## config.mk

```make
export PLATFORM = sky130hd
export DESIGN_NAME = cpu_wrapper
export DESIGN_NICKNAME = d
export VERILOG_FILES = /design/src/cpu_pkg.sv /design/src/cpu_alu.sv /design/src/cpu_core.sv /design/src/cpu_decode.sv /design/src/cpu_regs.sv /design/src/cpu_wrapper.sv
export SDC_FILE = /design/constraint.sdc
export NUM_CORES = 1
export LEC_CHECK = 0
export BUFFER_PORTS_ARGS = -buffer_cell sky130_fd_sc_hd__buf_2
export CORE_ASPECT_RATIO = 1.75
export CORE_UTILIZATION = 45
export CTS_BUF_LIST = sky130_fd_sc_hd__clkbuf_8
export DETAILED_ROUTE_END_ITERATION = 12
export PLACE_DENSITY = 0.75
export SYNTH_ARGS = -nofsm -noshare
export SYNTH_HDL_FRONTEND = slang
export SYNTH_SLANG_ARGS = --single-unit
```

## constraint.sdc

```tcl
create_clock -name clk -period 3.1 [get_ports clk]
set_input_delay 0.93 -clock clk [delete_from_list [all_inputs] [get_ports clk]]
set_output_delay 0.93 -clock clk [all_outputs]
set_load 0.03 [all_outputs]
```

## src/cpu_pkg.sv

```systemverilog
package cpu_pkg;

   // bus widths
   localparam int ADDR_W = 16;                     // address bus
   localparam int DATA_W = 8;                      // data bus

   // first byte of the reset vector, high byte follows
   localparam logic [ADDR_W-1:0] RESET_VEC = 16'hFFFC;

   // supported opcode bytes, anything else is a 1-byte nop
   typedef enum logic [7:0] {
      LDA_IMM = 8'hA9,                             // lda #nn
      LDA_ABS = 8'hAD,                             // lda nnnn
      LDX_IMM = 8'hA2,                             // ldx #nn
      STA_ABS = 8'h8D,                             // sta nnnn
      STX_ABS = 8'h8E,                             // stx nnnn
      ADC_IMM = 8'h69,                             // adc #nn
      AND_IMM = 8'h29,                             // and #nn
      ORA_IMM = 8'h09,                             // ora #nn
      EOR_IMM = 8'h49,                             // eor #nn
      INX     = 8'hE8,                             // x + 1
      CLC     = 8'h18,                             // c = 0
      SEC     = 8'h38,                             // c = 1
      NOP     = 8'hEA,                             // no operation
      JMP_ABS = 8'h4C                              // jmp nnnn
   } op_t;

   // operation done by the execute stage
   typedef enum logic [3:0] {
      ALU_PASS = 4'd0,                             // operand straight through
      ALU_ADC  = 4'd1,                             // a + operand + c
      ALU_AND  = 4'd2,                             // a & operand
      ALU_OR   = 4'd3,                             // a | operand
      ALU_XOR  = 4'd4,                             // a ^ operand
      ALU_INC  = 4'd5,                             // x + 1
      ALU_SEC  = 4'd6,                             // carry set
      ALU_CLC  = 4'd7,                             // carry clear
      ALU_NONE = 4'd8                              // nothing computed
   } alu_op_t;

   // addressing mode, sets the cycle count
   typedef enum logic [1:0] {
      MODE_IMP = 2'd0,                             // 2 cycles, no operand
      MODE_IMM = 2'd1,                             // 2 cycles, one operand byte
      MODE_ABS = 2'd2                              // 3 or 4 cycles, two address bytes
   } mode_t;

   // write-back target
   typedef enum logic [1:0] {
      DEST_NONE  = 2'd0,
      DEST_A     = 2'd1,
      DEST_X     = 2'd2,
      DEST_FLAGS = 2'd3                            // carry only
   } dest_t;

   // bus cycle sequencer
   typedef enum logic [2:0] {
      ST_VEC_LO = 3'd0,                            // ab = fffc
      ST_VEC_HI = 3'd1,                            // ab = fffd
      ST_FETCH  = 3'd2,                            // opcode read at pc
      ST_OP_LO  = 3'd3,                            // operand / address low
      ST_OP_HI  = 3'd4,                            // address high
      ST_MEM    = 3'd5                             // data access at operand address
   } state_t;

endpackage : cpu_pkg

```

## src/cpu_alu.sv

```systemverilog
`timescale 1ns/1ps

module cpu_alu import cpu_pkg::*; (
   input  alu_op_t           alu_op,               // from decoder
   input  logic [DATA_W-1:0] operand,              // held data bus byte
   input  logic [DATA_W-1:0] a,                    // accumulator
   input  logic [DATA_W-1:0] x,                    // index register
   input  logic              c_in,                 // current carry
   output logic [DATA_W-1:0] result,               // byte for write-back
   output logic              c_next,               // new carry
   output logic              z_next,               // result zero
   output logic              n_next                // result bit 7
);

   logic [DATA_W:0] sum;                           // adder with carry out

   // binary add only, no decimal mode
   assign sum = {1'b0, a} + {1'b0, operand} + {{DATA_W{1'b0}}, c_in};

   always_comb begin
      result = '0;
      c_next = c_in;                               // carry kept unless changed
      case (alu_op)
         ALU_PASS: result = operand;               // loads
         ALU_ADC: begin
            result = sum[DATA_W-1:0];
            c_next = sum[DATA_W];                  // carry out of bit 7
         end
         ALU_AND:  result = a & operand;
         ALU_OR:   result = a | operand;
         ALU_XOR:  result = a ^ operand;
         ALU_INC:  result = x + 1'b1;              // wraps at ff, carry untouched
         ALU_SEC: begin
            result = a;                            // not written back
            c_next = 1'b1;
         end
         ALU_CLC: begin
            result = a;
            c_next = 1'b0;
         end
         default:  result = '0;                    // none
      endcase
   end

   assign z_next = (result == '0);
   assign n_next = result[DATA_W-1];               // sign bit

endmodule : cpu_alu

```

## src/cpu_core.sv

```systemverilog
`timescale 1ns/1ps

module cpu_core import cpu_pkg::*; (
   input  logic              clk,
   input  logic              reset,                // sync, active high
   input  logic              rdy_in,               // low freezes all state
   input  logic [DATA_W-1:0] db_hold,              // data bus from wrapper
   output logic [ADDR_W-1:0] ab,                   // address bus
   output logic [DATA_W-1:0] db_out,               // store data
   output logic              we,                   // write request
   output logic              res,                  // reset vector in progress
   output logic [ADDR_W-1:0] pc_temp               // next fetch address
);

   state_t            state;                       // bus cycle
   logic [ADDR_W-1:0] pc;
   logic [DATA_W-1:0] opcode;                      // instruction register
   logic [DATA_W-1:0] addr_lo;                     // operand / vector low byte
   logic [DATA_W-1:0] addr_hi;                     // operand high byte

   mode_t             mode;
   alu_op_t           alu_op;
   dest_t             dest;
   logic              is_store;
   logic              store_x;
   logic              is_jump;

   logic [DATA_W-1:0] result;
   logic              c_next;
   logic              z_next;
   logic              n_next;
   logic [DATA_W-1:0] a;
   logic [DATA_W-1:0] x;
   logic              flag_c;
   logic              wb_en;

   cpu_decode decode_i (
      .opcode   (opcode),
      .mode     (mode),
      .alu_op   (alu_op),
      .dest     (dest),
      .is_store (is_store),
      .store_x  (store_x),
      .is_jump  (is_jump)
   );

   cpu_alu alu_i (
      .alu_op  (alu_op),
      .operand (db_hold),                          // immediate or loaded byte
      .a       (a),
      .x       (x),
      .c_in    (flag_c),
      .result  (result),
      .c_next  (c_next),
      .z_next  (z_next),
      .n_next  (n_next)
   );

   cpu_regs regs_i (
      .clk    (clk),
      .reset  (reset),
      .wb_en  (wb_en),
      .dest   (dest),
      .result (result),
      .c_next (c_next),
      .z_next (z_next),
      .n_next (n_next),
      .a      (a),
      .x      (x),
      .flag_c (flag_c),
      .flag_z (),                                  // no branches use z/n
      .flag_n ()
   );

   // address select, depends on registered state only
   always_comb begin
      case (state)
         ST_VEC_LO: ab = RESET_VEC;
         ST_VEC_HI: ab = RESET_VEC + 1'b1;
         ST_MEM:    ab = {addr_hi, addr_lo};       // operand address
         default:   ab = pc;                       // fetch / operand bytes
      endcase
   end

   // write-back in the last cycle: op_lo for imp/imm, mem for loads
   assign wb_en = rdy_in & (((state == ST_OP_LO) & (mode != MODE_ABS)) |
                            ((state == ST_MEM) & ~is_store));

   assign we      = (state == ST_MEM) & is_store;  // wrapper qualifies with ready
   assign db_out  = store_x ? x : a;
   assign res     = (state == ST_VEC_LO) | (state == ST_VEC_HI);
   assign pc_temp = pc;

   always_ff @(posedge clk) begin
      if (reset) begin
         state  <= ST_VEC_LO;
         pc     <= '0;
         opcode <= NOP;                            // decodes to nothing
      end else if (rdy_in) begin
         case (state)
            ST_VEC_LO: begin
               addr_lo <= db_hold;                 // vector low
               state   <= ST_VEC_HI;
            end
            ST_VEC_HI: begin
               pc    <= {db_hold, addr_lo};        // start address
               state <= ST_FETCH;
            end
            ST_FETCH: begin
               opcode <= db_hold;
               pc     <= pc + 1'b1;
               state  <= ST_OP_LO;
            end
            ST_OP_LO: begin
               addr_lo <= db_hold;
               if (mode != MODE_IMP) pc <= pc + 1'b1;  // implied rereads, no step
               if (mode == MODE_ABS) state <= ST_OP_HI;
               else state <= ST_FETCH;
            end
            ST_OP_HI: begin
               addr_hi <= db_hold;
               if (is_jump) begin
                  pc    <= {db_hold, addr_lo};     // jmp target
                  state <= ST_FETCH;
               end else begin
                  pc    <= pc + 1'b1;
                  state <= ST_MEM;
               end
            end
            ST_MEM:  state <= ST_FETCH;            // load wb or store this cycle
            default: state <= ST_FETCH;
         endcase
      end
   end

endmodule : cpu_core

```

## src/cpu_decode.sv

```systemverilog
`timescale 1ns/1ps

module cpu_decode import cpu_pkg::*; (
   input  logic [DATA_W-1:0] opcode,               // latched opcode byte
   output mode_t             mode,                 // addressing mode
   output alu_op_t           alu_op,               // execute operation
   output dest_t             dest,                 // write-back target
   output logic              is_store,             // memory write in last cycle
   output logic              store_x,              // store x instead of a
   output logic              is_jump               // pc load after address high
);

   always_comb begin
      // defaults give the 1-byte nop for unknown codes
      mode     = MODE_IMP;
      alu_op   = ALU_NONE;
      dest     = DEST_NONE;
      is_store = 1'b0;
      store_x  = 1'b0;
      is_jump  = 1'b0;
      case (opcode)
         LDA_IMM: begin
            mode   = MODE_IMM;
            alu_op = ALU_PASS;                     // load goes through alu for z/n
            dest   = DEST_A;
         end
         LDA_ABS: begin
            mode   = MODE_ABS;
            alu_op = ALU_PASS;
            dest   = DEST_A;
         end
         LDX_IMM: begin
            mode   = MODE_IMM;
            alu_op = ALU_PASS;
            dest   = DEST_X;
         end
         STA_ABS: begin
            mode     = MODE_ABS;
            is_store = 1'b1;                       // a on db_out
         end
         STX_ABS: begin
            mode     = MODE_ABS;
            is_store = 1'b1;
            store_x  = 1'b1;                       // x on db_out
         end
         ADC_IMM: begin
            mode   = MODE_IMM;
            alu_op = ALU_ADC;
            dest   = DEST_A;
         end
         AND_IMM: begin
            mode   = MODE_IMM;
            alu_op = ALU_AND;
            dest   = DEST_A;
         end
         ORA_IMM: begin
            mode   = MODE_IMM;
            alu_op = ALU_OR;
            dest   = DEST_A;
         end
         EOR_IMM: begin
            mode   = MODE_IMM;
            alu_op = ALU_XOR;
            dest   = DEST_A;
         end
         INX: begin
            alu_op = ALU_INC;                      // implied, result to x
            dest   = DEST_X;
         end
         CLC: begin
            alu_op = ALU_CLC;
            dest   = DEST_FLAGS;
         end
         SEC: begin
            alu_op = ALU_SEC;
            dest   = DEST_FLAGS;
         end
         JMP_ABS: begin
            mode    = MODE_ABS;
            is_jump = 1'b1;                        // ends after address high
         end
         default: ;                                // nop and unknown codes
      endcase
   end

endmodule : cpu_decode

```

## src/cpu_regs.sv

```systemverilog
`timescale 1ns/1ps

module cpu_regs import cpu_pkg::*; (
   input  logic              clk,
   input  logic              reset,                // sync, active high
   input  logic              wb_en,                // last cycle of an instruction
   input  dest_t             dest,                 // target register
   input  logic [DATA_W-1:0] result,               // alu result
   input  logic              c_next,
   input  logic              z_next,
   input  logic              n_next,
   output logic [DATA_W-1:0] a,                    // accumulator
   output logic [DATA_W-1:0] x,                    // index register
   output logic              flag_c,
   output logic              flag_z,
   output logic              flag_n
);

   always_ff @(posedge clk) begin
      if (reset) begin
         a      <= '0;
         x      <= '0;
         flag_c <= 1'b0;
         flag_z <= 1'b0;
         flag_n <= 1'b0;
      end else if (wb_en) begin
         case (dest)
            DEST_A: begin
               a      <= result;
               flag_c <= c_next;                   // alu keeps c for logic ops
               flag_z <= z_next;
               flag_n <= n_next;
            end
            DEST_X: begin
               x      <= result;
               flag_c <= c_next;                   // inx leaves c as it was
               flag_z <= z_next;
               flag_n <= n_next;
            end
            DEST_FLAGS: begin
               flag_c <= c_next;                   // clc / sec, z and n kept
            end
            default: ;                             // stores, jmp, nop
         endcase
      end
   end

endmodule : cpu_regs

```

## src/cpu_wrapper.sv

```systemverilog
`timescale 1ns/1ps

module cpu_wrapper import cpu_pkg::*; (
   input  logic              clk,                  // cpu clock
   input  logic              reset,                // sync, active high
   input  logic [DATA_W-1:0] db_in,                // data from memory
   input  logic              rdy,                  // bus ready, 0 stalls
   input  logic              halt_b,               // halt, active low
   output logic [ADDR_W-1:0] ab,                   // address bus
   output logic [DATA_W-1:0] db_out,               // data to memory
   output logic              rd,                   // low on accepted write
   output logic [ADDR_W-1:0] pc_temp               // program counter view
);

   logic              rdy_in;                      // combined ready, falling edge
   logic              res;                         // vector fetch from core
   logic              we;                          // raw write request
   logic [DATA_W-1:0] db_q;                        // last data seen while ready
   logic [DATA_W-1:0] db_hold;                     // data into the core

   // both stall sources sampled mid-cycle so the next rising edge sees a clean level
   always_ff @(negedge clk) begin
      if (reset) begin
         rdy_in <= 1'b1;                           // never stalled in reset
      end else begin
         rdy_in <= rdy & halt_b;
      end
   end

   // capture uses the old ready, ab is settled by the falling edge
   always_ff @(negedge clk) begin
      if (rdy_in) db_q <= db_in;
   end

   assign db_hold = rdy_in ? db_in : db_q;         // frozen while stalled

   // write only when ready and outside vector fetch / reset
   assign rd = ~(we & rdy_in & ~res & ~reset);

   cpu_core core_i (
      .clk     (clk),
      .reset   (reset),
      .rdy_in  (rdy_in),
      .db_hold (db_hold),
      .ab      (ab),
      .db_out  (db_out),
      .we      (we),
      .res     (res),
      .pc_temp (pc_temp)
   );

endmodule : cpu_wrapper

```

# Word level (Yosys, flattened, before mapping)
# Cells that the tools add are included.
# word_totals
in_bits	12
regBits	69
output_inout_bits	41
elab_cells	101
# op_classes
muxes	17
n_addsub	4
n_eq_ne	31
bitwise	17
reduce_logical	22
# ops
cell	count
case mux 16 bit (4 select lines)	1
case mux 8 bit (7 select lines)	1
equality test 8 bit, second input constant	6
case mux 16 bit (3 select lines)	1
2-to-1 mux 16 bit	2
case mux 4 bit (8 select lines)	1
equality test 8 x 7 -> 1 bit, second input constant	3
adder 16 x 1 -> 16 bit, second input constant	1
equality test 4 x 3 -> 1 bit, second input constant	4
equality test 8 x 6 -> 1 bit, second input constant	2
2-to-1 mux 8 bit	2
case mux 3 bit (4 select lines)	1
AND reduction 3 bit	4
OR reduction 6 bit	2
OR reduction 2 bit	5
adder 8 x 8 -> 9 bit	1
adder 9 x 1 -> 9 bit	1
adder 8 x 1 -> 8 bit, second input constant	1
AND 1 bit	8
AND 8 bit	1
equality test 4 x 2 -> 1 bit, second input constant	2
equality test 8 x 4 -> 1 bit, second input constant	1
equality test 8 x 5 -> 1 bit, second input constant	1
bitwise OR 8 bit	1
other kinds (23)	38

# Depth between registers and ports, before layout
# Gate-level depths: netlist of the first run.
# logic_depth
depth_word	8
mapped_depth	12
mapped_depth_nobuf	11

# Hierarchy
# A second synthesis of the first run with hierarchy kept.
# unflattened
cells_unflattened	618
area_unflattened_um2	5328.9
# by_module_without_submodules
mod	area_each_um2	seq_area_each_um2	n_inst	cells_per_inst
cpu_core	2461.1	1021.0	1	284
cpu_alu	1243.7	0.0	1	180
cpu_regs	887.1	380.4	1	84
cpu_decode	402.9	0.0	1	49
cpu_wrapper	334.1	180.2	1	21

==> results.toml, run 1 <==
[outcome]
status = "finished with violations"
violations = "setup timing"

[yosys]
avgSynthCellArea_um2 = 8.04
yosysWarnings = 0
synth_area_leader_cell = "dfxtp_1"
synth_cell_type_count = 73
syn_nets = 618
ys.flop_type = "dfxtp_1"
synthSimpleGateAreaFrac_pct = 24.9
synthTopCellsByArea = "dfxtp_1, edfxtp_1, nand2_1"
synth.top_cell.area_share_pct = 22.5
async_flop_share_pct = 0
ys_seq_elements = 69
ys_seq_area_share_pct = 32.7
synth_mux_area_share_pct = 3.24
syn_inst = 586
yosys.area_share.adder_pct = 5.63
netlist_area_um2 = 4710
synth_compound_area_share_pct = 23.8
synth_top_family_by_area = "simple AND/OR/NAND/NOR gates"
synth_edf_count = 16
synth-xor-area-share_pct = 2.05

[floorplanning]
io_pins = 53
die_area_um2 = 10900
die_x_um = 79.3
core_area_um2 = 10200
die_y_um = 137
placementRows = 49
initial_utilization_pct = 46.0

[clock_network]
htree_levels = 3
cts_buffers = 9
cts_buffer_depth = 2
clock_latency_ps = 400
clk_pin_slew_ps = 80
clock_sinks = 69
root_buffer = "clkbuf_8"
cts_tree = "done"

[layout]
design_area_um2 = 6300
fill_cells = 854
ff_latch_area_um2 = 1550
nets = 730
multi_input_comb_area_um2 = 3230
area_growth_pct = 33.8
drive_above_1_share_pct = 34.7
antenna_cells = 0

[route]
drt_first_pass_iters = 5
wire_per_inst_um = 19.3
drc_errors = 0
drt_wl_total_mm = 16.0
vias = 4947
vias_per_cell = 5.96
final_antenna_net_count = 0
drt_iter0_markers = 215

[worst_setup_path]
worst-path-buf-inv = 3
end_kind = "flip-flop"
path_depth = 12
crit_type = "reg2reg"
path_delay_family = "compound AO/OA/AOI/OAI gates"
crit_chain = "buf_6 > mux2i_4 > inv_2 > fa_2 > inv_2 > fa_2 > nor2b_4 > o21a_1 > nor2_1 > o311a_1 > o21ai_1 > a221oi_1"
setup.worst_path.start_class = "flip-flop"
cpPeakStageDelay_ps = 380
r2r_cells = 12
cp.arrival_ps = 4240
cp_slowest_cell = "fa_2"
critPathMaxFanout = 4
cp.required_ps = 3310
reg2reg_slack_ps = -930

[run]
max-cap-violations = 0

[timing]
drv_slew = 0
finalSetupViolCount = 21
slew_headroom_pct = 44.4
tightest_slew_ps = 826
hold_viol_final = 0
worst_slack_ps = -927
clock-skew-final_ps = 50.7
rsz0062_at_grt = "yes"

[grt]
grt_max_degree = 39
grtUsageTotal_pct = 29.8
grt_antenna_before_repair = 0
grt_pass1_wl_mm = 24.4
overflow = 0
grt_pass1_vias = 4700

[worst_hold_path]
timing.hold.worst.class = "reg2reg"
hold_depth = 2

[power]
leakage_uw = 0.00259
power_density_nw_per_um2 = 411
finalPower_uw = 2590
vdd_drop_max_mv = 0.278

[placed_design]
routabilityCongestion = 0.963
dp_slack_ps = -913
post_dp_cell_area_um2 = 5510
port_buffers = 52
post-dp-hpwl_mm = 11.5
## power by group
group / switching, uW / leakage (uW) / total (uW) / internal [uW]
combinational: 352 / 0.00184 / 610 / 259
sequential: 62.3 / 0.000579 / 1030 / 969
clock: 406 / 0.000165 / 949 / 544
total: 819 / 0.00259 / 2590 / 1770
## path summary, 6_finish.rpt
kind / from / end
min: core_i.opcode[2] / core_i.opcode[2]
max reg2reg: rdy_in / core_i.regs_i.a[6]
min reg2reg: core_i.opcode[2] / core_i.opcode[2]
max: rdy_in / core_i.regs_i.a[6]
## routing by layer
layer  track usage [%]  wire, um  vias to the layer above  part of all wire [%]
li1                  -         -                     2324                     -
met1              30.6      5760                     2368                    36
met2              54.5      8480                      197                    53
met3              4.37       672                       58                   4.2
met4              20.7      1100                        0                   6.9
met5                 0         0                        -                     0
## state kept, by name, summed over array words and instances (netlist names)
signal	count
core_i.opcode	8
core_i.pc_temp	16
core_i.regs_i.x	8
db_q	8
core_i.regs_i.flag_c	1
core_i.addr_hi	8
core_i.regs_i.a	8
core_i.state	3
rdy_in	1
core_i.addr_lo	8
## timing repair
| item | CTS | global route |
|---|---|---|
| endpoints found under the hold margin | 0 | 0 |
| hold buffers | 0 | 0 |
| gates resized for setup | 43 | 65 |
| setup endpoints to repair | 59 | 60 |
| setup buffers | 9 | 11 |
| gates cloned | 1 | 1 |
| pin swaps | 20 | 22 |
## worst reg2reg max path, stage by stage, from the launching register on
cell,delay (ps)
dfxtp_4,340
buf_6,130
mux2i_4,180
inv_2,70
fa_2,210
inv_2,40
fa_2,380
nor2b_4,170
o21a_1,180
nor2_1,50
o311a_1,300
o21ai_1,160
a221oi_1,90
## cell usage in the layout, fill, tap and decap left out, drive strengths merged, types with 9 or more instances in the layout
| cell | n |
|---|---|
| inv | 55 |
| o21ai | 38 |
| clkbuf | 9 |
| dfxtp | 53 |
| nand3 | 21 |
| nor3 | 16 |
| nor2b | 16 |
| edfxtp | 16 |
| a31oi | 15 |
| nand2 | 66 |
| mux2i | 13 |
| a21oi | 29 |
| nor2 | 59 |
| buf | 128 |
| a211oi | 16 |
| ha | 18 |
## cell type report
cell class / instances / share of cell area [%]
multi-input cells: 436 / 51.2
flip-flops and latches: 69 / 24.6
repair buffers: 128 / 14.7
inverters: 45 / 2.72
well taps: 127 / 2.52
clock inverters: 16 / 2.28
clock buffers: 9 / 1.97
## logic make-up (layout without fill, tap and decap cells)
kind of cell,after synthesis,after routing
AO/OA/AOI/OAI,159,159
flip-flops,69,69
AND/OR/NAND/NOR,230,231
buffers and inverters,82,198
multiplexers,15,15
XOR/XNOR,11,11
adder cells (fa/ha/maj),20,20
## through the flow
stage / util, % / cells / setup TNS, ps / hold WS (ps)
after floorplan: - / 586 / -8980 / 485
after global routing: 61.5 / 830 / -15040 / 553
after detailed placement: 53.9 / 788 / -17400 / 522
after global placement: 53.9 / 788 / -14800 / 517
after CTS: 59.0 / 821 / -12100 / 542
final: 61.5 / 830 / -12980 / 530
## cells in the mapped netlist (3+ instances only)
cell	count
inv_1	46
a211oi_1	16
xor2_1	4
edfxtp_1	16
o21a_1	3
nand4_1	4
clkbuf_1	21
buf_2	9
or2_2	3
o32ai_1	6
dfxtp_1	53
nand3_1	19
nor3_1	16
o211ai_1	6
and3_1	3
a21o_1	8
o21ai_0	38
nor4_1	4
ha_1	18
xnor2_1	7
a22oi_1	6
buf_6	5
nor2_1	59
nor3b_1	4
nand2b_1	8
and2_1	5
nand2_1	64
a31oi_1	14
a22o_1	4
a21oi_1	28
nand3b_1	8
nor2b_1	16
o2bb2ai_1	3
mux2i_1	13
No activity file was read; power rests on OpenSTA's default activity.
==> run 2, diff against run 1 <==
--- a/config.mk
+++ b/config.mk
@@ -10,7 +10,7 @@
 export CORE_UTILIZATION = 45
 export CTS_BUF_LIST = sky130_fd_sc_hd__clkbuf_8
 export DETAILED_ROUTE_END_ITERATION = 12
-export PLACE_DENSITY = 0.75
+export PLACE_DENSITY = 0.77
 export SYNTH_ARGS = -nofsm -noshare
 export SYNTH_HDL_FRONTEND = slang
 export SYNTH_SLANG_ARGS = --single-unit
==> constraint.sdc (replaced) <==
create_clock -name clk -period 3.25 [get_ports clk]
set_input_delay 0.975 -clock clk [delete_from_list [all_inputs] [get_ports clk]]
set_output_delay 0.975 -clock clk [all_outputs]
set_load 0.03 [all_outputs]
==> run 2 against run 1 <==
  * The run still ends with setup timing left
  * Register-to-register slack better by 120 ps
  * Critical path depth stayed put
  * Global-route usage is 0.71 points lower
  * Via count is 0.85% lower
  * Final cell count is 0.12% lower
  * Clock skew is 7.3 ps lower
  * First-iteration DRC count is 46% higher
  * Clock-buffer cell count stayed put
  * Worst setup slack better by 120 ps
  * Sequential power is 5% lower
  * Combinational power is 9.5% lower
  * Largest power group unchanged
  * Sequential share of layout area is 0.60 points higher
==> results.toml, run 2 (synthesis gave the netlist of run 1 again) <==
[outcome]
status = "finished with violations"
violations = "setup timing"

[grt]
grt_pass1_vias = 4814
grt_pass1_wl_mm = 24.0
grtUsageTotal_pct = 29.1
overflow = 0
grt_antenna_before_repair = 0
grt_max_degree = 39

[placed_design]
post-dp-hpwl_mm = 11.4
dp.cells = 790
port_buffers = 52
routabilityCongestion = 0.953

[layout]
final_cell_mix = "nand2_1, buf_4, nor2_1"
stdcell_count = 829
drive_above_1_share_pct = 31.3
largest_register_ff_count = 16
area_growth_pct = 30.2
nets = 729
antenna_cells = 0

[worst_setup_path]
setup.worst_path.start_class = "flip-flop"
cp.required_ps = 3530
cpPeakStageDelay_ps = 370
crit_type = "reg2reg"
critPathMaxFanout = 5
cp.arrival_ps = 4330
end_kind = "flip-flop"
r2r-end = "core_i.regs_i.a[7]"
r2r_cells = 12
crit_chain = "buf_6 > buf_4 > buf_6 > mux2_2 > inv_1 > ha_1 > nor2_2 > nor2b_1 > o2bb2ai_1 > xnor2_1 > a211oi_1 > a211oi_1"
rr_startpoint = "rdy_in"
reg2reg_slack_ps = -810
cp_slowest_cell = "mux2_2"

[route]
drc_errors = 0
vias = 4905
final_antenna_net_count = 0
drt_wl_total_mm = 15.6
drt_first_pass_iters = 8
vias_per_cell = 5.92
drt_iter0_markers = 313
wire_per_inst_um = 18.9

[timing]
clock-skew-final_ps = 43.4
tns_ps = -11760
tightest_slew_ps = 904
rsz0062_at_grt = "yes"
slew_headroom_pct = 39.1
hold_viol_final = 0
worst_slack_ps = -807
finalSetupViolCount = 20
drv_slew = 0

[clock_network]
clock_latency_ps = 410
clk_pin_slew_ps = 80
cts_buffer_depth = 2
cts_buffers = 9
cts_hold_buf = 0
htree_levels = 3
root_buffer = "clkbuf_8"
cts_tree = "done"
clock_sinks = 69

[power]
leakage_uw = 0.00252
finalPower_uw = 2370
power_density_nw_per_um2 = 386
vdd_drop_max_mv = 0.206

[floorplanning]
initial_utilization_pct = 46.0
die_x_um = 79.3
die_area_um2 = 10900
io_pins = 53
placementRows = 49
core_area_um2 = 10200
die_y_um = 137

[worst_hold_path]
timing.hold.worst.class = "reg2reg"
hp-start = "core_i.regs_i.flag_c"
hold_depth = 2
worstHoldEndpoint = "core_i.regs_i.flag_c"

[run]
max-cap-violations = 0
## run 2: layout make-up
type,count,area [um^2]
Inverter,45,169
Fill cell,866,4110
Multi-Input combinational cell,436,3120
Clock buffer,9,124
Tap cell,127,159
Timing Repair Buffer,127,891
Clock inverter,16,124
Sequential cell,69,1550
## run 2: how the worst max path moves through the flow
| stage | depth (start not counted) | from | slack (ps) | end |
|---|---|---|---|---|
| 4_1_cts | 12 | rdy_in | -780 | core_i.regs_i.a[6] |
| 3_3_place_gp | 9 | rdy_in | -800 | core_i.regs_i.a[5] |
| 5_1_grt | 12 | rdy_in | -960 | core_i.regs_i.x[4] |
| 2_1_floorplan | 12 | rdy_in | -660 | core_i.regs_i.x[4] |
| 6_report | 12 | rdy_in | -810 | core_i.regs_i.a[7] |
| 3_5_place_dp | 9 | rdy_in | -870 | core_i.regs_i.a[3] |
## run 2: critical path: cells and delay by family (launching register included)
kind	cells	cell delay (ps)
compound gates	3	530
buf+inv	4	410
mux	1	370
flops	1	340
fa+ha+maj	1	260
simple gates	2	230
xor+xnor	1	170
## run 2: repair_timing
item,4_1_cts,5_1_grt
pin swaps,22,22
endpoints found under the setup margin,57,35
buffers inserted,6,8
gates cloned,1,0
hold endpoints to repair,0,0
resized for setup,24,35
## run 2: report_power, final
group	internal, uW	switching, uW
Clock	442	392
Combinational	228	324
Sequential	924	55.1
Total	1590	771
## run 2: layer usage
| metal | wire [um] | track usage [%] |
|---|---|---|
| met1 | 5620 | 28.6 |
| met2 | 8360 | 54.5 |
| met3 | 695 | 5.30 |
| met4 | 960 | 18.9 |
| met5 | 0 | 0 |
## run 2: metrics by stage
step / utilization (%) / area (um^2) / setup WS [ps] / hold slack [ps]
4_1_cts: 57.9 / 5930 / -779 / 544
3_5_place_dp: 53.8 / 5500 / -871 / 534
6_report: 59.9 / 6130 / -807 / 528
3_3_place_gp: 53.8 / 5500 / -799 / 522
2_1_floorplan: - / 4820 / -657 / 485
5_1_grt: 59.9 / 6130 / -962 / 579
